`config.mk`:
```
export PLATFORM = sky130hd
export DESIGN_NAME = videoSync_flat
export DESIGN_NICKNAME = d
export VERILOG_FILES = /design/src/videoPkg.sv /design/src/sampleIf.sv /design/src/videoSync.sv /design/src/flat_wrapper.sv
export SDC_FILE = /design/constraint.sdc
export NUM_CORES = 1
export LEC_CHECK = 0
export BUFFER_PORTS_ARGS = -buffer_cell sky130_fd_sc_hd__buf_2
export CAP_MARGIN = 20
export CORE_MARGIN = 3
export CORE_UTILIZATION = 25
export DETAILED_ROUTE_END_ITERATION = 10
export PLACE_DENSITY = 0.43
export REMOVE_ABC_BUFFERS = 1
export SKIP_LAST_GASP = 1
export SLEW_MARGIN = 20
export SYNTH_ARGS = -nofsm -noshare
export SYNTH_HDL_FRONTEND = slang
export SYNTH_SLANG_ARGS = --single-unit
```
`constraint.sdc`:
```
create_clock -name clk_llc -period 2.9 [get_ports clk_llc]
set_clock_uncertainty 0.1 [all_clocks]
set_input_delay 0.145 -clock clk_llc [delete_from_list [all_inputs] [get_ports clk_llc]]
set_output_delay 0.145 -clock clk_llc [all_outputs]
set_load 0.01 [all_outputs]
```
`src/videoPkg.sv`:
```
// video side types and constants; coefficients carry 8 fraction bits, offsets apply to bytes x4
`default_nettype none

package videoPkg;

	// one byte of the 656 stream, upper byte of the decoder bus
	typedef logic [7:0] byteT;

	// byte position inside a Cb-Y-Cr-Y group
	typedef enum logic [1:0]
	{
		PhaseCb,
		PhaseY1,
		PhaseCr,
		PhaseY2
	} phaseT;

	// unsigned fixed point, two integer bits and eight fraction bits
	typedef logic [9:0] coefT;

	localparam coefT CoefY  = 10'd298;
	localparam coefT CoefRV = 10'd408;
	localparam coefT CoefGV = 10'd208;
	localparam coefT CoefGU = 10'd100;
	localparam coefT CoefBU = 10'd516;

	// black level and chroma zero, both on the x4 scale
	localparam logic [9:0] OffsetY = 10'd64;
	localparam logic [9:0] OffsetC = 10'd512;

	// products and colour sums, bit 20 is the sign
	typedef logic signed [20:0] productT;

	typedef logic [15:0] rgb565T;
	typedef logic [4:0] greyT;

endpackage

`default_nettype wire
```
`src/sampleIf.sv`:
```
// one kept chroma/luma group per valid pulse; fieldEnd never coincides with valid
`timescale 1ns/1ps
`default_nettype none

interface sampleIf import videoPkg::*; ();

	logic valid;
	byteT luma;
	byteT cb;
	byteT cr;
	logic fieldEnd;

	modport src (output valid, luma, cb, cr, fieldEnd);
	modport dst (input valid, luma, cb, cr, fieldEnd);

endinterface

`default_nettype wire

```
`src/videoSync.sv`:
```
// strobes are plain levels on clk_llc; only the odd field and every second line of it are kept
`timescale 1ns/1ps
`default_nettype none

module videoSync import videoPkg::*; #(
	parameter int DecimGroups = 2
) (
	input  logic   clk_llc,
	input  logic   resetx,
	input  logic   vref,
	input  logic   href,
	input  logic   odd,
	input  byteT   vpo,
	sampleIf.src   sample
);

	localparam int CntW = (DecimGroups > 1) ? $clog2(DecimGroups) : 1;

	logic vrefQ;
	logic hrefQ;
	logic oddQ;
	byteT vpoQ;
	logic keptField;
	logic keptFieldQ;
	logic lineKept;
	logic active;
	phaseT phase;
	logic [CntW-1:0] groupCnt;

	// ------------------------------------------------
	// input register and field / line selection
	// ------------------------------------------------
	always_ff @(posedge clk_llc or negedge resetx)
	begin
		if (!resetx)
		begin
			vrefQ <= 1'b0;
			hrefQ <= 1'b0;
			oddQ <= 1'b0;
			keptFieldQ <= 1'b0;
			lineKept <= 1'b0;
			sample.valid <= 1'b0;
			sample.fieldEnd <= 1'b0;
		end
		else
		begin
			vrefQ <= vref;
			hrefQ <= href;
			oddQ <= odd;
			keptFieldQ <= keptField;
			// toggled on the raw href edge so it is settled for the first registered byte
			if (!keptField)
				lineKept <= 1'b0;
			else if (href && !hrefQ)
				lineKept <= ~lineKept;
			// group complete once Cr is in
			sample.valid <= active && (phase == PhaseCr) && (groupCnt == '0);
			sample.fieldEnd <= keptFieldQ & ~keptField;
		end
	end

	always_ff @(posedge clk_llc)
	begin
		vpoQ <= vpo;
	end

	assign keptField = oddQ & vrefQ;
	assign active = keptField & lineKept & hrefQ;

	// ------------------------------------------------
	// byte phase FSM and group decimation
	// ------------------------------------------------
	always_ff @(posedge clk_llc or negedge resetx)
	begin
		if (!resetx)
		begin
			phase <= PhaseCb;
			groupCnt <= '0;
		end
		else if (!active)
		begin
			phase <= PhaseCb;
			groupCnt <= '0;
		end
		else
		begin
			phase <= phaseT'(phase + 2'd1);
			if (phase == PhaseY2)
				groupCnt <= (groupCnt == CntW'(DecimGroups - 1)) ? '0 : groupCnt + 1'b1;
		end
	end

	// second Y of the group is never used
	always_ff @(posedge clk_llc)
	begin
		if (active)
		begin
			case (phase)
				PhaseCb: sample.cb <= vpoQ;
				PhaseY1: sample.luma <= vpoQ;
				PhaseCr: sample.cr <= vpoQ;
				default: ;
			endcase
		end
	end

endmodule

`default_nettype wire

```
`src/flat_wrapper.sv`:
```
// flat-port wrapper written by rule: the top's interface ports become plain ports
module videoSync_flat import videoPkg::*;
#(
	parameter int DecimGroups = 2
)
  (clk_llc, resetx, vref, href, odd, vpo, sample_valid, sample_luma, sample_cb, sample_cr, sample_fieldEnd);
  sampleIf sample_i ();
  input  logic clk_llc;
  input  logic resetx;
  input  logic vref;
  input  logic href;
  input  logic odd;
  input  byteT vpo;
  output wire logic [$bits(sample_i.valid)-1:0] sample_valid;
  output wire logic [$bits(sample_i.luma)-1:0] sample_luma;
  output wire logic [$bits(sample_i.cb)-1:0] sample_cb;
  output wire logic [$bits(sample_i.cr)-1:0] sample_cr;
  output wire logic [$bits(sample_i.fieldEnd)-1:0] sample_fieldEnd;
  assign sample_valid = sample_i.valid;
  assign sample_luma = sample_i.luma;
  assign sample_cb = sample_i.cb;
  assign sample_cr = sample_i.cr;
  assign sample_fieldEnd = sample_i.fieldEnd;
  videoSync #(.DecimGroups(DecimGroups)) u_core (.clk_llc(clk_llc), .resetx(resetx), .vref(vref), .href(href), .odd(odd), .vpo(vpo), .sample(sample_i));
endmodule
```
==> results.yml <==
detailed_routing:
  drt_iter0_markers: 27
  vias: 689
  ant_nets: 0
  drtPass1Iterations: 4
  drc: 0
  via_per_inst: 3.66
  wl_per_cell_um: 11.7
  drt_wl_total_um: 2210
timing:
  setup_viol: 0
  fin_tns_setup_ns: 0
  grt_setup_unrepaired: "no"
  hold_viol: 0
  drv_slew: 0
  finalCritPeriodShare_pct: 52.5
  period_needed_ns: 1.52
  relSlewSlack_pct: 70.6
  worstMarginPinSlew_ns: 0.442
  fmax_mhz: 657
grt:
  grt_pass1_wl_um: 3520
  globalRouteOverflowTotal: 0
  antenna_found_initial: 0
  grtUsageTotal_pct: 7.94
  grt_pass1_vias: 720
  grt_start_max_net_pins: 14
setup_path:
  worstSetupPathType: "register to register"
  cp.required_ns: 2.75
  cp_max_fo: 8
  cp_data_arrival_time_ns: 1.37
  endpoint_kind: "register"
  worst_setup_path_start_kind: "register"
cells_and_area:
  fin_nets: 137
  finalNonFillerCells: 188
  layout-drive-gt1-share_pct: 42.1
  final_common_cell: "buf_2"
  final_cell_mix: "buf_2, edfxtp_1, dlygate4sd3_1"
  fill_cells: 480
  syn2layout_area_growth_pct: 37.6
  diodes: 0
power_and_ir_drop:
  p_leak_nw: 0.734
  p_switching_uw: 210
  peakVddDrop_uv: 200
  p_seq_share_pct: 61.0
  p_sw_share_pct: 19.7
  power.share.clock_pct: 36.2
  powerDensity_mw_per_mm2: 593
  p_comb_share_pct: 2.8
  intPower_uw: 852
clock_network:
  htree_num_levels: 2
  cts_tree: "yes"
  post_cts_buffers: 0
  cts_buffers: 5
  cts_sinks: 42
  max-clock-path-buffers: 2
  clk_latency_ns: 0.29
  cts.reportedPaths.clkPinSlew_ns: 0.08
  hold_buffers: 12
  cts_resized: 0
  clock-root-buffer: "clkbuf_8"
logic_synthesis:
  ys_seq_elements: 42
  synth_area_per_cell_sq_um: 20.7
  synth_cell_types: 14
  seq_area_frac_synth_pct: 86.8
  synthCells: 63
  syn_area_sq_mm: 0.00130
  ys.warnings.count: 0
die:
  dieHeight_um: 78.2
  rows: 25
  io_pins: 39
  core-area_sq_mm: 0.00488
  start_util_pct: 26.7
  die_area_sq_mm: 0.00611
  dieWidth_um: 78.2
placement:
  numPortBuffers: 38
  globalplace.congestion: 0.646
  place_inst: 168
  dp_hpwl_um: 1490
run:
  timing.max_cap.violations: 0
status:
  status: "finished, final reports clean"
hold_path:
  worstHoldPathType: "primary input to async pin"
==> sequential cells by signal, summed over array words and instances, names as in the netlist <==
register and flops:
u_core.hrefQ 1, u_core.oddQ 1, u_core.vrefQ 1, u_core.sample.valid 1, u_core.lineKept 1, u_core.sample.cb 8, u_core.phase 2, u_core.sample.fieldEnd 1
u_core.sample.luma 8, u_core.keptFieldQ 1, u_core.groupCnt 1, u_core.vpoQ 8, u_core.sample.cr 8
==> worst paths after layout <==
check                                       start  cells after the start                         endpoint  slack [ns]
setup / recovery            u_core.oddQ$_DFF_PN0_                      3  u_core.sample.luma[4]$_DFFE_PP_        1.38
hold / removal                             resetx                      2           u_core.hrefQ$_DFF_PN0_        0.13
setup reg to reg            u_core.oddQ$_DFF_PN0_                      3  u_core.sample.luma[4]$_DFFE_PP_        1.38
hold reg to reg            u_core.vpoQ[5]$_DFF_P_                      0    u_core.sample.cb[5]$_DFFE_PP_        0.36
max in group asynchronous                  resetx                      2      u_core.lineKept$_DFFE_PN0P_        2.38
min in group clk_llc       u_core.vpoQ[5]$_DFF_P_                      0    u_core.sample.cb[5]$_DFFE_PP_        0.36
==> power groups by stage <==
stage                     combinational [mW]  clock, mW  sequential (mW)
after detailed placement              0.0180          0            0.661
after global routing                  0.0332      0.428            0.649
final                                 0.0298      0.384            0.647
after floorplan                      0.00500          0            0.659
after global placement                0.0179          0            0.660
after CTS                             0.0304      0.401            0.647
==> worst max-delay path, cell delays in order (launching register included) <==
cell and delay (ns):
dfrtp_1 0.33, and2_4 0.16, and3_4 0.19, and2_1 0.40
==> through the flow <==
stage	hold slack, ns	power, mW	util, %	worst slack [ns]	instance area, sq um
6_report	0.134	1.06	36.7	1.38	1790
2_1_floorplan	-0.251	0.664	-	1.56	1300
3_3_place_gp	-0.0860	0.678	32.3	1.37	1580
4_1_cts	0.127	1.08	36.7	1.31	1790
5_1_grt	0.147	1.11	36.7	1.25	1790
3_5_place_dp	-0.0828	0.679	32.3	1.33	1580
==> synthesized netlist by cell type (all sizes together) <==
| master | number | area share, % |
|---|---|---|
| and2b | 1 | 0.67 |
| ha | 4 | 3.8 |
| dfrtp | 10 | 19 |
| nor3b | 1 | 0.96 |
| inv | 2 | 0.58 |
| and2 | 6 | 3.1 |
| nand3 | 1 | 0.77 |
| dfxtp | 8 | 12 |
| and3 | 1 | 0.86 |
| xnor2 | 2 | 1.3 |
| edfxtp | 24 | 55 |
| nand2b | 1 | 0.48 |
| nor2 | 2 | 0.58 |
==> cells by family after synthesis <==
| logic type | synth area share [%] |
|---|---|
| flip-flops | 86.8 |
| buffers and inverters | 0.577 |
| AND/OR/NAND/NOR | 7.40 |
| XOR/XNOR | 1.35 |
| adder cells (fa/ha/maj) | 3.84 |
==> layout make-up <==
type	instances	area, sq um	share of cell area (%)
clock inverter	2	12.5	0.698
tap	67	83.8	4.68
clock buffer	6	82.6	4.61
inverter	2	7.51	0.419
sequential	42	1130	63.1
multi-input combinational	19	164	9.15
timing repair buffer	50	310	17.3
==> metal layers <==
metal  vias up  part of all wire, %  global-route usage, %
li1        332                    -                      -
met1       316                   44                   8.98
met2        35                   43                   11.7
met3         6                   12                   5.39
met4         0                  1.5                   3.15
met5         -                    0                      0
Note: power is estimated with default switching activity, not from simulation.
