===== src/videoPkg.sv =====
// video side types and constants; coefficients carry 8 fraction bits, offsets apply to bytes x4
`default_nettype none

package videoPkg;

	// one byte of the 656 stream, upper byte of the decoder bus
	typedef logic [7:0] byteT;

	// byte position inside a Cb-Y-Cr-Y group
	typedef enum logic [1:0]
	{
		PhaseCb,
		PhaseY1,
		PhaseCr,
		PhaseY2
	} phaseT;

	// unsigned fixed point, two integer bits and eight fraction bits
	typedef logic [9:0] coefT;

	localparam coefT CoefY  = 10'd298;
	localparam coefT CoefRV = 10'd408;
	localparam coefT CoefGV = 10'd208;
	localparam coefT CoefGU = 10'd100;
	localparam coefT CoefBU = 10'd516;

	// black level and chroma zero, both on the x4 scale
	localparam logic [9:0] OffsetY = 10'd64;
	localparam logic [9:0] OffsetC = 10'd512;

	// products and colour sums, bit 20 is the sign
	typedef logic signed [20:0] productT;

	typedef logic [15:0] rgb565T;
	typedef logic [4:0] greyT;

endpackage

`default_nettype wire

===== src/pixelWriteIf.sv =====
// grey pixel in 5-6-5 form, one per valid pulse; fieldEnd follows the last pixel of a field
`timescale 1ns/1ps
`default_nettype none

interface pixelWriteIf import videoPkg::*; ();

	logic valid;
	rgb565T pixel;
	logic fieldEnd;

	modport src (output valid, pixel, fieldEnd);
	modport dst (input valid, pixel, fieldEnd);

endinterface

`default_nettype wire


===== src/sampleIf.sv =====
// one kept chroma/luma group per valid pulse; fieldEnd never coincides with valid
`timescale 1ns/1ps
`default_nettype none

interface sampleIf import videoPkg::*; ();

	logic valid;
	byteT luma;
	byteT cb;
	byteT cr;
	logic fieldEnd;

	modport src (output valid, luma, cb, cr, fieldEnd);
	modport dst (input valid, luma, cb, cr, fieldEnd);

endinterface

`default_nettype wire


===== src/ycbcrDecode.sv =====
// fixed three-cycle latency; output is a grey level repacked as 5-6-5, not true colour
`timescale 1ns/1ps
`default_nettype none

module ycbcrDecode import videoPkg::*; (
	input  logic     clk_llc,
	input  logic     resetx,
	sampleIf.dst     sample,
	pixelWriteIf.src pixel
);

	logic signed [10:0] lumaDiff;
	logic signed [10:0] cbDiff;
	logic signed [10:0] crDiff;
	productT yTerm, rvTerm, gvTerm, guTerm, buTerm;
	productT redSum, greenSum, blueSum;
	logic [5:0] redTop, greenTop, blueTop;
	greyT grey;
	logic [1:0] validPipe;
	logic [1:0] endPipe;

	// returns bits 17..12 of a colour sum, clamped
	function automatic logic [5:0] clampTop(input productT sum);
		if (sum[20])
			return 6'h00;
		else if (sum[19] || sum[18])
			return 6'h3f;
		else
			return sum[17:12];
	endfunction

	// ------------------------------------------------
	// stage 1: offsets removed, coefficient products
	// ------------------------------------------------
	assign lumaDiff = $signed({1'b0, sample.luma, 2'b00}) - $signed({1'b0, OffsetY});
	assign cbDiff = $signed({1'b0, sample.cb, 2'b00}) - $signed({1'b0, OffsetC});
	assign crDiff = $signed({1'b0, sample.cr, 2'b00}) - $signed({1'b0, OffsetC});

	always_ff @(posedge clk_llc)
	begin
		yTerm <= lumaDiff * $signed({1'b0, CoefY});
		rvTerm <= crDiff * $signed({1'b0, CoefRV});
		gvTerm <= crDiff * $signed({1'b0, CoefGV});
		guTerm <= cbDiff * $signed({1'b0, CoefGU});
		buTerm <= cbDiff * $signed({1'b0, CoefBU});
		// stage 2
		redSum <= yTerm + rvTerm;
		greenSum <= yTerm - gvTerm - guTerm;
		blueSum <= yTerm + buTerm;
		// stage 3, grey in all three fields, green doubled to 6 bits
		pixel.pixel <= {grey, grey, 1'b0, grey};
	end

	// ------------------------------------------------
	// clamp and grey weighting
	// ------------------------------------------------
	always_comb
	begin
		redTop = clampTop(redSum);
		greenTop = clampTop(greenSum);
		blueTop = clampTop(blueSum);
		// red and blue are 17..13, so drop the lowest bit
		grey = greyT'(redTop[5:1] >> 2) + greyT'(greenTop >> 2) + greyT'(blueTop[5:1] >> 3);
	end

	always_ff @(posedge clk_llc or negedge resetx)
	begin
		if (!resetx)
		begin
			validPipe <= 2'b00;
			endPipe <= 2'b00;
			pixel.valid <= 1'b0;
			pixel.fieldEnd <= 1'b0;
		end
		else
		begin
			validPipe <= {validPipe[0], sample.valid};
			endPipe <= {endPipe[0], sample.fieldEnd};
			pixel.valid <= validPipe[1];
			pixel.fieldEnd <= endPipe[1];
		end
	end

endmodule

`default_nettype wire


===== src/flat_wrapper.sv =====
// flat-port wrapper written by rule: the top's interface ports become plain ports
module ycbcrDecode_flat import videoPkg::*;
  (clk_llc, resetx, sample_valid, sample_luma, sample_cb, sample_cr, sample_fieldEnd, pixel_valid, pixel_pixel, pixel_fieldEnd);
  sampleIf sample_i ();
  pixelWriteIf pixel_i ();
  input  logic clk_llc;
  input  logic resetx;
  input wire logic [$bits(sample_i.valid)-1:0] sample_valid;
  input wire logic [$bits(sample_i.luma)-1:0] sample_luma;
  input wire logic [$bits(sample_i.cb)-1:0] sample_cb;
  input wire logic [$bits(sample_i.cr)-1:0] sample_cr;
  input wire logic [$bits(sample_i.fieldEnd)-1:0] sample_fieldEnd;
  output wire logic [$bits(pixel_i.valid)-1:0] pixel_valid;
  output wire logic [$bits(pixel_i.pixel)-1:0] pixel_pixel;
  output wire logic [$bits(pixel_i.fieldEnd)-1:0] pixel_fieldEnd;
  assign sample_i.valid = sample_valid;
  assign sample_i.luma = sample_luma;
  assign sample_i.cb = sample_cb;
  assign sample_i.cr = sample_cr;
  assign sample_i.fieldEnd = sample_fieldEnd;
  assign pixel_valid = pixel_i.valid;
  assign pixel_pixel = pixel_i.pixel;
  assign pixel_fieldEnd = pixel_i.fieldEnd;
  ycbcrDecode u_core (.clk_llc(clk_llc), .resetx(resetx), .sample(sample_i), .pixel(pixel_i));
endmodule

===== config.mk =====
export PLATFORM = sky130hd
export DESIGN_NAME = ycbcrDecode_flat
export DESIGN_NICKNAME = d
export VERILOG_FILES = /design/src/videoPkg.sv /design/src/pixelWriteIf.sv /design/src/sampleIf.sv /design/src/ycbcrDecode.sv /design/src/flat_wrapper.sv
export SDC_FILE = /design/constraint.sdc
export NUM_CORES = 1
export LEC_CHECK = 0
export CAP_MARGIN = 20
export CORE_ASPECT_RATIO = 1.2
export CORE_UTILIZATION = 50
export DETAILED_ROUTE_END_ITERATION = 12
export DONT_BUFFER_PORTS = 1
export HOLD_SLACK_MARGIN = 0.05
export RECOVER_POWER = 25
export SYNTH_ARGS = -nofsm -noshare
export SYNTH_HDL_FRONTEND = slang
export SYNTH_SLANG_ARGS = --single-unit
export TNS_END_PERCENT = 1

===== constraint.sdc =====
create_clock -name clk_llc -period 2.95 [get_ports clk_llc]
set_clock_uncertainty 0.15 [all_clocks]
set_input_delay 0.885 -clock clk_llc [delete_from_list [all_inputs] [get_ports clk_llc]]
set_output_delay 0.885 -clock clk_llc [all_outputs]
set_load 0.02 [all_outputs]

==> out/metrics.cfg <==
[job]
drv_cap = 0

[sta]
fin_crit_ns = 4.13
fmax_mhz = 242
setup_viol = 31
fin_crit_sh_pct = 140
slew-limit-headroom_pct = 60.7
worst_pin_slew_ns = 0.589
finalHoldViolCount = 0
rsz0062_at_grt = yes
slew_violations = 0
setup-tns-final_ns = -17.18
fin_hold_ws_ns = 0.0765
layout_setup_ws_ns = -1.18

[drt]
final_antenna_net_count = 0
vias = 5942
firstDrtPassIters = 5
wire_per_inst_um = 15.2
wl_met1_mm = 7.47
drc = 0
drt_iter0_drc = 179
dr_wl_met3_um = 303
route.met2.wl_mm = 9.82
wl_mm = 17.9
highest_layer = met4
via_per_inst = 5.03

[floorplanning]
start_util_pct = 51.4
dieArea_um2 = 17200
io_pins = 46
num_rows = 51
die_y_um = 144
fp.dieW_um = 120
core_area_um2 = 16300

[global_route]
grt_pass1_wl_mm = 30.1
grt_pass1_vias = 6630
grt_overflow = 0
grt_util_all_layers_pct = 22.3
grt_max_degree = 19
antenna_found_initial = 0

[pwr]
switchingPower_w = 0.00401
ir_drop_uv = 478
finalPower_w = 0.00967
power_frac_seq_pct = 25.1
p_per_area_nw_per_um2 = 934
pwr-share-comb_pct = 63.0
internal-power_w = 0.00566
power_frac_clock_pct = 11.9
leakagePower_nw = 5.21
switching_share_pct = 41.4

[yosys]
ys_seq_area_share_pct = 25.3
yosys_warnings = 0
yosys-top-cells-area = ha_1 (28%), dfxtp_1 (23%), fa_1 (13%), inv_1 (7.5%), xnor2_1 (5.1%)
yosysTopAreaCell = ha_1
synth_edf_count = 0
synth.top_cell.area_share_pct = 27.7
synth_seq_cells = 104
avgSynthCellArea_um2 = 9.94
netlist_area_um2 = 8360
synthArstFlopShare_pct = 5.77
syn_inst = 841
syn_nets = 1110
synth.distinct_cells = 59
synth_ff_type = dfxtp_1

[outcome]
violations = setup timing
status = finished with violations

[cells_and_area]
area_growth_pct = 23.8
diodes = 0
layout.nets = 1234
fill_cells = 1310
final_cell_mix = ha_1 (160), inv_1 (157), buf_4 (126)
drive_gt1_share_pct = 25.4
final_common_cell = ha_1
fin_area_um2 = 10300
seq_area_um2 = 2110
multi_input_area_um2 = 6050

[critical_path]
crit_path_end_kind = flop
rr_worst_depth = 10
crit_type = in2reg
crit_family = adder cells
cp_slowest_cell = fa_1
critical_path_buf_inv_count = 4
cp-start-kind = primary input
cp.arrival_ns = 4.26
slowest_delay_ns = 0.51
crit_cells = 18
crit_top_cell = ha_4
worstPathRequired_ns = 3.08
path_cells = inv_8, ha_4, nor3b_2, buf_4, ha_4, ha_4, inv_4, fa_1, fa_1, inv_2, ha_4, a21o_1, nor2_2, a21boi_2, o21ai_2, a21boi_2, o31a_1, o22ai_2
crit_fanout = 3

[clocking]
cts_max_level = 3
cts_buffers = 9
tritoncts = built
cts_root_buf = clkbuf_16
clock_latency_ns = 0.34
cts.sinks = 104
hold_buffers = 0
clk_path_buf_depth = 2
path_clk_slew_ns = 0.07

[min_path]
hold_path_class = in2async

[placed_design]
globalplace.congestion = 0.845
placed_cell_area_um2 = 9510
dp_hpwl_mm = 15.0
portBuffers = 0

[per-layer routing]
metal  GRT usage, %  up-vias
met4           6.71        0
met5              0        -
met1           24.3     2848
li1               -     3005
met2           44.3       66
met3           2.46       23
[power groups by stage]
stage | registers [W] | clock network (W) | logic [W]
after global routing | 0.00249 | 0.00123 | 0.00688
after detailed placement | 0.00246 | 0 | 0.00574
after global placement | 0.00246 | 0 | 0.00549
final | 0.00243 | 0.00115 | 0.00609
after floorplan | 0.00224 | 0 | 0.00411
after CTS | 0.00244 | 0.00117 | 0.00601
[metrics by stage]
| step | util (%) | worst slack [ns] | instances |
|---|---|---|---|
| after floorplan | - | -1.42 | 841 |
| after global placement | 58.5 | -1.56 | 1151 |
| after detailed placement | 58.5 | -1.66 | 1151 |
| after CTS | 62.2 | -1.19 | 1178 |
| after global routing | 63.6 | -1.32 | 1182 |
| final | 63.6 | -1.18 | 1182 |
[cell type report]
| class | count | share of cell area, % |
|---|---|---|
| clock buffers | 10 | 2.31 |
| clock inverters | 6 | 0.471 |
| inverters | 168 | 6.43 |
| multi-input cells | 554 | 58.5 |
| flip-flops and latches | 104 | 20.4 |
| well taps | 212 | 2.56 |
| repair buffers | 128 | 9.36 |
[registers in the layout, indices dropped and copies added (netlist names), 5 cells and up]
| register | count |
|---|---|
| u_core.greenSum | 7 |
| u_core.yTerm | 17 |
| u_core.buTerm | 14 |
| u_core.pixel.pixel | 5 |
| u_core.guTerm | 15 |
| u_core.gvTerm | 13 |
| u_core.rvTerm | 16 |
| u_core.redSum | 6 |
| u_core.blueSum | 5 |
[Yosys cell counts (9+ instances only)]
cell type and n:
nor3_1 19, fa_1 56, o21a_1 10, nor2_1 37
ha_1 185, inv_1 167, o21ai_0 17, dfxtp_1 98
buf_4 11, a21oi_1 42, a21o_1 17, o21bai_1 9
nand2_1 18, xnor2_1 49, xor2_1 21
[worst paths after layout]
kind / start / to / slack [ns]
max: sample_luma[5] / u_core.yTerm[20] / -1.18
min: resetx / u_core.endPipe[1] / 0.08
max reg2reg: u_core.guTerm[10] / u_core.greenSum[20] / 0.07
min reg2reg: u_core.endPipe[0] / u_core.endPipe[1] / 0.21
max in group asynchronous: resetx / u_core.endPipe[0] / 2.51
min in group clk_llc: u_core.endPipe[0] / u_core.endPipe[1] / 0.21
[logic make-up (layout without fill, tap and decap cells)]
| logic type | Yosys count | in the layout | share of synthesized area [%] |
|---|---|---|---|
| AO/OA/AOI/OAI | 134 | 134 | 11.2 |
| multiplexers | 3 | 3 | 0.389 |
| adder cells (fa/ha/maj) | 241 | 241 | 41.1 |
| buffers and inverters | 183 | 312 | 8.71 |
| AND/OR/NAND/NOR | 105 | 105 | 5.94 |
| flip-flops | 104 | 104 | 25.3 |
| other | 1 | 1 | 0.0449 |
| XOR/XNOR | 70 | 70 | 7.34 |
[what timing repair did]
action                     CTS  global route
setup endpoints to repair   36            36
buffers inserted            11             5
resized for setup           48            35
pin swaps                   42            30
Note: power is estimated with default switching activity, not from simulation.
