## src/hostPkg.sv

```systemverilog
// host side types; one bank holds up to 32K words, the buffer holds two banks
`default_nettype none

package hostPkg;

	typedef logic [14:0] wordAddrT;
	typedef logic [15:0] wordT;

	// bank being written; the host always reads the other one
	typedef enum logic
	{
		Bank0,
		Bank1
	} bankT;

	localparam int BankWords = 1 << $bits(wordAddrT);

endpackage

`default_nettype wire

```

## src/videoPkg.sv

```systemverilog
// video side types and constants; coefficients carry 8 fraction bits, offsets apply to bytes x4
`default_nettype none

package videoPkg;

	// one byte of the 656 stream, upper byte of the decoder bus
	typedef logic [7:0] byteT;

	// byte position inside a Cb-Y-Cr-Y group
	typedef enum logic [1:0]
	{
		PhaseCb,
		PhaseY1,
		PhaseCr,
		PhaseY2
	} phaseT;

	// unsigned fixed point, two integer bits and eight fraction bits
	typedef logic [9:0] coefT;

	localparam coefT CoefY  = 10'd298;
	localparam coefT CoefRV = 10'd408;
	localparam coefT CoefGV = 10'd208;
	localparam coefT CoefGU = 10'd100;
	localparam coefT CoefBU = 10'd516;

	// black level and chroma zero, both on the x4 scale
	localparam logic [9:0] OffsetY = 10'd64;
	localparam logic [9:0] OffsetC = 10'd512;

	// products and colour sums, bit 20 is the sign
	typedef logic signed [20:0] productT;

	typedef logic [15:0] rgb565T;
	typedef logic [4:0] greyT;

endpackage

`default_nettype wire
```

## src/pixelWriteIf.sv

```systemverilog
// grey pixel in 5-6-5 form, one per valid pulse; fieldEnd follows the last pixel of a field
`timescale 1ns/1ps
`default_nettype none

interface pixelWriteIf import videoPkg::*; ();

	logic valid;
	rgb565T pixel;
	logic fieldEnd;

	modport src (output valid, pixel, fieldEnd);
	modport dst (input valid, pixel, fieldEnd);

endinterface

`default_nettype wire

```

## src/frameWriter.sv

```systemverilog
// assumes at most 120 kept lines per field; pixels past the bank capacity are dropped
`timescale 1ns/1ps
`default_nettype none

module frameWriter import hostPkg::*; #(
	parameter int PixelsPerLine = 180
) (
	input  logic      clk_llc,
	input  logic      resetx,
	pixelWriteIf.dst  pixel,
	output logic      wrEn,
	output wordAddrT  wrAddr,
	output bankT      wrBank,
	output wordT      wrData,
	output logic      irq0,
	output logic      irq1
);

	localparam int MaxLines = 120;
	localparam wordAddrT Capacity = wordAddrT'(PixelsPerLine * MaxLines);

	logic [1:0] irqCnt;

	// address counts writes done, so it is the next free word
	always_ff @(posedge clk_llc or negedge resetx)
	begin
		if (!resetx)
		begin
			wrEn <= 1'b0;
			wrAddr <= '0;
			wrBank <= Bank0;
			irqCnt <= 2'd0;
		end
		else
		begin
			wrEn <= pixel.valid && (wrAddr != Capacity);
			if (pixel.fieldEnd)
			begin
				wrAddr <= '0;
				wrBank <= (wrBank == Bank0) ? Bank1 : Bank0;
				irqCnt <= 2'd2;
			end
			else
			begin
				if (wrEn)
					wrAddr <= wrAddr + 1'b1;
				if (irqCnt != 2'd0)
					irqCnt <= irqCnt - 1'b1;
			end
		end
	end

	always_ff @(posedge clk_llc)
	begin
		if (pixel.valid)
			wrData <= pixel.pixel;
	end

	// bank has already swapped, so the completed one is the other
	assign irq0 = (irqCnt != 2'd0) && (wrBank == Bank1);
	assign irq1 = (irqCnt != 2'd0) && (wrBank == Bank0);

endmodule

`default_nettype wire

```

## src/flat_wrapper.sv

```systemverilog
// flat-port wrapper written by rule: the top's interface ports become plain ports
module frameWriter_flat import hostPkg::*;
#(
	parameter int PixelsPerLine = 180
)
  (clk_llc, resetx, wrEn, wrAddr, wrBank, wrData, irq0, irq1, pixel_valid, pixel_pixel, pixel_fieldEnd);
  pixelWriteIf pixel_i ();
  input  logic clk_llc;
  input  logic resetx;
  output logic wrEn;
  output wordAddrT wrAddr;
  output bankT wrBank;
  output wordT wrData;
  output logic irq0;
  output logic irq1;
  input wire logic [$bits(pixel_i.valid)-1:0] pixel_valid;
  input wire logic [$bits(pixel_i.pixel)-1:0] pixel_pixel;
  input wire logic [$bits(pixel_i.fieldEnd)-1:0] pixel_fieldEnd;
  assign pixel_i.valid = pixel_valid;
  assign pixel_i.pixel = pixel_pixel;
  assign pixel_i.fieldEnd = pixel_fieldEnd;
  frameWriter #(.PixelsPerLine(PixelsPerLine)) u_core (.clk_llc(clk_llc), .resetx(resetx), .pixel(pixel_i), .wrEn(wrEn), .wrAddr(wrAddr), .wrBank(wrBank), .wrData(wrData), .irq0(irq0), .irq1(irq1));
endmodule
```

## config.mk

```make
export PLATFORM = sky130hd
export DESIGN_NAME = frameWriter_flat
export DESIGN_NICKNAME = d
export VERILOG_FILES = /design/src/hostPkg.sv /design/src/videoPkg.sv /design/src/pixelWriteIf.sv /design/src/frameWriter.sv /design/src/flat_wrapper.sv
export SDC_FILE = /design/constraint.sdc
export NUM_CORES = 1
export LEC_CHECK = 0
export ABC_AREA = 1
export BUFFER_PORTS_ARGS = -buffer_cell sky130_fd_sc_hd__buf_2
export CORE_ASPECT_RATIO = 0.6
export CORE_MARGIN = 1.5
export CORE_UTILIZATION = 55
export CTS_BUF_LIST = sky130_fd_sc_hd__clkbuf_4 sky130_fd_sc_hd__clkbuf_8
export CTS_CLUSTER_SIZE = 16
export DETAILED_ROUTE_END_ITERATION = 16
export PLACE_DENSITY_LB_ADDON = 0.3
export SYNTH_ARGS = -nofsm -noshare
export SYNTH_HDL_FRONTEND = slang
export SYNTH_SLANG_ARGS = --single-unit
```

## constraint.sdc

```tcl
create_clock -name clk_llc -period 3.9 [get_ports clk_llc]
set_clock_uncertainty 0.2 [all_clocks]
set_input_delay 0.39 -clock clk_llc [delete_from_list [all_inputs] [get_ports clk_llc]]
set_output_delay 0.39 -clock clk_llc [all_outputs]
set_load 0.005 [all_outputs]
```

==> key figures, run 1 <==
Outcome
  • Status: finished, final reports clean

Pwr
  • Peak VDD IR: 0.000257 V
  • Pwr dens: 403 mW/mm^2
  • Leakage: 0.949 nW

Place
  • Pre-CTS setup slack: 2260 ps
  • I/O Buffers: 54
  • RePlAce Congestion: 0.984
  • Post-DP HPWL: 2.65 mm

Detailed routing
  • DRC errors left: 0
  • Iteration-0 DRC Markers: 157
  • Vias: 1362
  • 1st-pass router iterations: 4
  • DRT Wirelength: 3.46 mm
  • Antenna viol nets, final: 0
  • Number of vias per cell: 5.40
  • DR WL/cell: 13.7 um

Worst setup path
  • Setup Crit Path Kind: flip-flop to primary output
  • CP max stage delay: 370 ps
  • Critical-path top delay cell: dfrtp_1
  • CP endpoint kind: primary output
  • Critical Path RT: 3310 ps
  • Max Fanout on Critical Path: 5
  • CP arrival: 1210 ps
  • Type of origin of the critical path: flip-flop
  • Crit-path cells: inv_1, ha_1, nor2_1, buf_2

CTS
  • Clock latency on the worst-skew pair: 280 ps
  • Post-CTS setup buffer count: 0
  • Clock Tree Buf Depth: 2
  • H-tree Lvls: 2
  • Post-CTS sizing: 0
  • Num CTS Buffers: 5
  • CTS sink cnt: 35
  • CTS tree: yes
  • CTS Root Cell: clkbuf_8
  • CTS clk-pin slew, worst paths: 70 ps

Synth
  • Ys Warns: 0
  • Mean post-synth cell area: 9.94 sq um
  • Post-synthesis cell area: 0.00157 sq mm
  • Synth Area in XOR/XNOR: 0.0112
  • Largest family of logic cells by synthesized area: simple AND/OR/NAND/NOR gates
  • Synth Area in Simple Gates: 0.246
  • Netlist cell types: 23
  • Syn Inst Count: 158
  • Synth Area in Compound Gates: 0.0574
  • Sequential share of the synthesized area: 0.609
  • #FFs+latches synth: 35
  • Mux cell area share after synthesis: 0
  • Synthesized-area fraction occupied by adder cells: 0.0239
  • Syn nets: 181

GRT
  • All-Layer GR Usage: 0.243
  • Vias in the first global route: 1225
  • Initial antenna violation count: 0
  • Met1 Use GR: 0.324
  • Largest net degree at the start of global routing: 20
  • Global-route wire length before repair: 5.57 mm
  • Met3 usage: 0.0752
  • GR Overflow Total: 0
  • GR peak layer: met2
  • GR met2 Demand/Resource: 0.363

STA
  • Rel. slew slack: 0.709
  • Unrepaired setup endpoints after global routing: false
  • Worst slew pin tran: 436 ps
  • Min cycle time layout: 1800 ps
  • Setup TNS: 0 ps
  • Period utilization: 0.461
  • Setup ws final: 2100 ps
  • Final hold vios: 0
  • Final setup fails: 0
  • Slew Limit Fails: 0
  • Achievable frequency: 0.557 GHz

Layout
  • Ant. Diodes: 0
  • Layout area overhead: 25.3%
  • Most frequent cells in the layout: buf_2 (54), nand2_1 (28), nor2_1 (26)
  • Fraction of layout cells with a size suffix above 1: 0.341
  • Commonest non-fill, non-tap cell in the layout: buf_2
  • Nets: 242

Die
  • FP Rows: 14
  • Die ar.: 0.00320 sq mm
  • Core Area: 0.00261 sq mm
  • Die Y: 44.4 um
  • I/O pins: 55
  • Die X: 72.0 um
  • Starting Density: 0.602

Worst hold path
  • Hold Crit Class: input port to flip-flop

Flow run
  • Max Cap Viol: 0
-- flip-flops by register name, summed over array words and instances (netlist names) --
name and count:
u_core.wrAddr 15, u_core.wrBank 1, u_core.wrData 16, u_core.wrEn 1, u_core.irqCnt 2
-- worst paths after layout --
check                      cells past startpoint           endpoint  slack [ps]              from
setup / recovery                               4               irq1        2100  u_core.irqCnt[0]
hold / removal                                 1  u_core.wrData[10]          80   pixel_pixel[10]
setup reg to reg                               7  u_core.wrAddr[11]        2290  u_core.wrAddr[2]
hold reg to reg                                2   u_core.irqCnt[1]         300  u_core.irqCnt[1]
max in group asynchronous                      2   u_core.wrAddr[9]        2810            resetx
min in group asynchronous                      2  u_core.wrAddr[14]         380            resetx
-- metal layers --
layer,vias to the layer above,wire (um),part of all wire
met5,-,0,0
met4,0,80,0.023
met3,14,300,0.087
met2,76,1600,0.46
met1,637,1470,0.43
li1,635,-,-
-- timing repair --
| action | in CTS | in global routing |
|---|---|---|
| hold endpoints to repair | 19 | 0 |
| hold buffers | 1 | 0 |
| setup endpoints to repair | 0 | 0 |
-- Yosys cell counts --
| master | n | share of area |
|---|---|---|
| ha_1 | 3 | 0.024 |
| xor2_1 | 2 | 0.011 |
| nor2_4 | 3 | 0.022 |
| nand4_1 | 4 | 0.016 |
| nand2_1 | 28 | 0.067 |
| nor2_2 | 2 | 0.0080 |
| a2bb2oi_1 | 1 | 0.0056 |
| nor3b_1 | 1 | 0.0048 |
| o21ai_2 | 1 | 0.0056 |
| buf_4 | 1 | 0.0048 |
| inv_1 | 19 | 0.045 |
| nor3_1 | 3 | 0.0096 |
| inv_2 | 1 | 0.0024 |
| o21ai_0 | 8 | 0.025 |
| nand2_4 | 2 | 0.014 |
| o21a_1 | 1 | 0.0048 |
| dfrtp_1 | 19 | 0.30 |
| nand2_2 | 4 | 0.016 |
| nand3_1 | 7 | 0.022 |
| nor2_1 | 26 | 0.062 |
| and2_2 | 1 | 0.0048 |
| a21oi_1 | 5 | 0.016 |
| edfxtp_1 | 16 | 0.31 |
-- metrics by stage --
step / std cells / util / total power, mW / hold slack, ps / cell area [sq um]
final: 252 / 0.754 / 0.794 / 78.5 / 1970
after global routing: 252 / 0.754 / 0.832 / 67.2 / 1970
after CTS: 252 / 0.754 / 0.801 / 70.4 / 1970
after detailed placement: 243 / 0.718 / 0.551 / 155 / 1870
after global placement: 243 / 0.718 / 0.543 / 146 / 1870
after floorplan: 158 / - / 0.492 / -106 / 1570
-- worst max-delay path: cells and delay by family, from the launching register on --
kind / cells / cell delay, ps
simple gates: 1 / 120
fa+ha+maj: 1 / 260
buf+inv: 2 / 170
flops: 1 / 370
-- power by group --
| group | total (mW) | internal, mW | leakage (nW) | switching, mW |
|---|---|---|---|---|
| combinational | 0.108 | 0.0502 | 0.492 | 0.0573 |
| clock | 0.250 | 0.130 | 0.0460 | 0.121 |
| sequential | 0.436 | 0.419 | 0.411 | 0.0173 |
-- cell families (layout without fill, tap and decap cells) --
logic type,count (synthesis),in the layout
AOI/OAI and AO/OA,16,16
xor gates and xnor gates,2,2
adders and majority gates,3,3
buffers and inverters,21,83
DFF,35,35
and+or+nand+nor,81,81
-- cell type report --
cell class                      instances  area, sq um
Sequential cell                        35          956
Fill cell                             192          642
Multi-Input combinational cell        102          532
Timing Repair Buffer                   55          280
Clock buffer                            6         76.3
Inverter                               20         75.1
Tap cell                               32         40.0
Clock inverter                          2         8.76
(Power assumes the default switching activity.)
==> run 2, diff against run 1 <==
Settings changed: CORE_UTILIZATION 55 to 51.
Clock period 3.9 ns to 1.8 ns, I/O delays scaled along.
==> run 2 against run 1 <==
Non-clock buffer count grew 17. Final area grew 9.2%. Global-route usage grew 1.2 points. Clock power grew 120%. Sequential cell count is the same. Register-to-register slack lost 2000 ps. Critical path depth grew 4. Sequential share of layout area shrank 4.1 points. Via count grew 3.2%. Final cell count grew 11%. Setup slack lost 2100 ps.
==> key figures, run 2 (synthesis results as in run 1) <==
Outcome
  • Status: finished, final reports clean (unchanged)

Place
  • RePlAce Congestion: 0.887 (was 0.984)
  • Placed insts: 253 (was 243)
  • Post-DP HPWL: 2.54 mm (was 2.65 mm)
  • I/O Buffers: 54 (unchanged)

Die
  • Die Y: 46.0 um (was 44.4 um)
  • Die ar.: 0.00343 sq mm (was 0.00320 sq mm)
  • Die X: 74.6 um (was 72.0 um)
  • Starting Density: 0.543 (was 0.602)
  • FP Rows: 15 (was 14)
  • Core Area: 0.00289 sq mm (was 0.00261 sq mm)
  • I/O pins: 55 (unchanged)

CTS
  • CTS tree: yes (unchanged)
  • Num CTS Buffers: 5 (unchanged)
  • CTS sink cnt: 35 (unchanged)
  • Post-CTS sizing: 0 (unchanged)
  • Clock Tree Buf Depth: 2 (unchanged)
  • CTS clk-pin slew, worst paths: 70 ps (about the same)
  • CTS Root Cell: clkbuf_8 (unchanged)
  • H-tree Lvls: 2 (unchanged)
  • Clock latency on the worst-skew pair: 280 ps (about the same)

Worst setup path
  • Type of origin of the critical path: input port (was flip-flop)
  • Critical-path top delay cell: dlygate4sd3_1 (was dfrtp_1)
  • Worst path bufs/invs: 3 (was 2)
  • Critical path's top delay family: buffers and inverters (was flip-flops)
  • Critical path depth: 8 (was 4)
  • Reg2Reg Depth: 7 (unchanged)
  • Critical Path RT: 1770 ps (was 3310 ps)
  • Cell mode on critical path: nand2_4
  • Max Fanout on Critical Path: 16 (was 5)
  • CP endpoint kind: flip-flop (was primary output)
  • Setup Crit Path Kind: input port to flip-flop (was flip-flop to primary output)
  • CP arrival: 1720 ps (was 1210 ps)
  • CP max stage delay: 530 ps (was 370 ps)
  • Crit-path cells: dlygate4sd3_1, buf_2, inv_2, nand2_4, nand2_4, nor2_4, a21oi_1, nor2_1 (was inv_1, ha_1, nor2_1, buf_2)

STA
  • Rel. slew slack: 0.701 (was 0.709)
  • Final setup fails: 0 (unchanged)
  • Period utilization: 0.973
  • Setup TNS: 0 ps (unchanged)
  • Achievable frequency: 0.571 GHz
  • Min cycle time layout: 1750 ps
  • Final hold vios: 0 (unchanged)
  • Worst slew pin tran: 448 ps (was 436 ps)
  • Slew Limit Fails: 0 (unchanged)
  • Unrepaired setup endpoints after global routing: false (unchanged)

Layout
  • FF+latch area: 956 sq um (unchanged)
  • Fraction of layout cells with a size suffix above 1: 0.312 (was 0.341)
  • Commonest non-fill, non-tap cell in the layout: buf_2 (unchanged)
  • Ant. Diodes: 0 (unchanged)
  • Layout area overhead: 36.9% (was 25.3%)
  • Area of the multi-input gates: 532 sq um (unchanged)
  • Final cell count without fillers: 279 (was 252)
  • Fill count: 211 (was 192)
  • Max FFs per register: 16 (unchanged)
  • Most frequent cells in the layout: buf_2 (54), nand2_1 (28), nor2_1 (26) (unchanged)
  • Nets: 259 (was 242)
  • Most flops, register: u_core.wrData (unchanged)
  • Top flop regs: u_core.wrData x16, u_core.wrAddr x15, u_core.irqCnt x2 (unchanged)

Flow run
  • Max Cap Viol: 0 (unchanged)

Pwr
  • Peak VDD IR: 0.000493 V (was 0.000257 V)
  • Leakage: 1.02 nW (was 0.949 nW)
  • Total Power: 1.77 mW (was 794 uW)
  • Pwr dens: 824 mW/mm^2 (was 403 mW/mm^2)

Detailed routing
  • DR WL/cell: 14.3 um (was 13.7 um)
  • Iteration-0 DRC Markers: 124 (was 157)
  • Antenna viol nets, final: 0 (unchanged)
  • Vias: 1406 (was 1362)
  • 1st-pass router iterations: 5 (was 4)
  • DRC errors left: 0 (unchanged)
  • DRT Wirelength: 4.00 mm (was 3.46 mm)
  • Number of vias per cell: 5.04 (was 5.40)

Worst hold path
  • WHS Path Cells: 2 (was 1)
  • Hold Crit Class: input port to flip-flop (unchanged)

GRT
  • Initial antenna violation count: 0 (unchanged)
  • GR Overflow Total: 0 (unchanged)
  • Vias in the first global route: 1274 (was 1225)
  • Global-route wire length before repair: 6.10 mm (was 5.57 mm)
  • All-Layer GR Usage: 0.255 (was 0.243)
  • Largest net degree at the start of global routing: 20 (unchanged)
==> run 2: changes by cell type in the layout (fill, tap and decap cells not counted), sizes merged <==
cell / previous run / this run
dlygate4sd3: 1 / 18
==> run 2: worst paths after layout <==
| kind | startpoint | endpoint | slack, ps |
|---|---|---|---|
| min in group asynchronous | resetx | u_core.wrAddr[14] | 210 |
| worst min register to register | u_core.irqCnt[1] | u_core.irqCnt[1] | 300 |
| worst min-delay path | pixel_valid | u_core.wrEn | 140 |
| max in group asynchronous | resetx | u_core.wrAddr[7] | 880 |
| worst max register to register | u_core.wrAddr[2] | u_core.wrAddr[11] | 270 |
| worst max-delay path | pixel_fieldEnd | u_core.wrAddr[13] | 50 |
==> run 2: cell type report <==
class / instances / share of cell area
flip-flops and latches: 35 / 0.445
multi-input cells: 102 / 0.247
repair buffers: 72 / 0.210
clock buffers: 6 / 0.0355
inverters: 20 / 0.0349
well taps: 42 / 0.0244
clock inverters: 2 / 0.00349
==> run 2: metal layers <==
metal / wire length (um) / global-route usage / vias to the layer above
met5: 0 / 0 / -
met1: 1660 / 0.317 / 663
li1: - / - / 669
met4: 53 / 0.0945 / 0
met3: 280 / 0.0774 / 8
met2: 2000 / 0.427 / 66
==> run 2: where the power goes <==
group | internal [mW] | switching, mW
clock network | 0.279 | 0.271
logic | 0.135 | 0.140
registers | 0.907 | 0.0399
==> run 2: repair_timing <==
item / CTS / global route
setup endpoints to repair: 0 / 0
setup buffers: 0 / 0
hold buffers: 18 / 0
hold endpoints to repair: 38 / 0
==> run 2: per-stage QoR <==
stage                     hold WS [ps]  utilization  area, sq um  worst slack [ps]
after global routing               148        0.744         2150              12.6
after detailed placement         -49.3        0.652         1890               325
after floorplan                   -316            -         1570               399
final                              136        0.744         2150              48.4
after global placement           -61.9        0.652         1890               371
after CTS                          130        0.744         2150              98.6
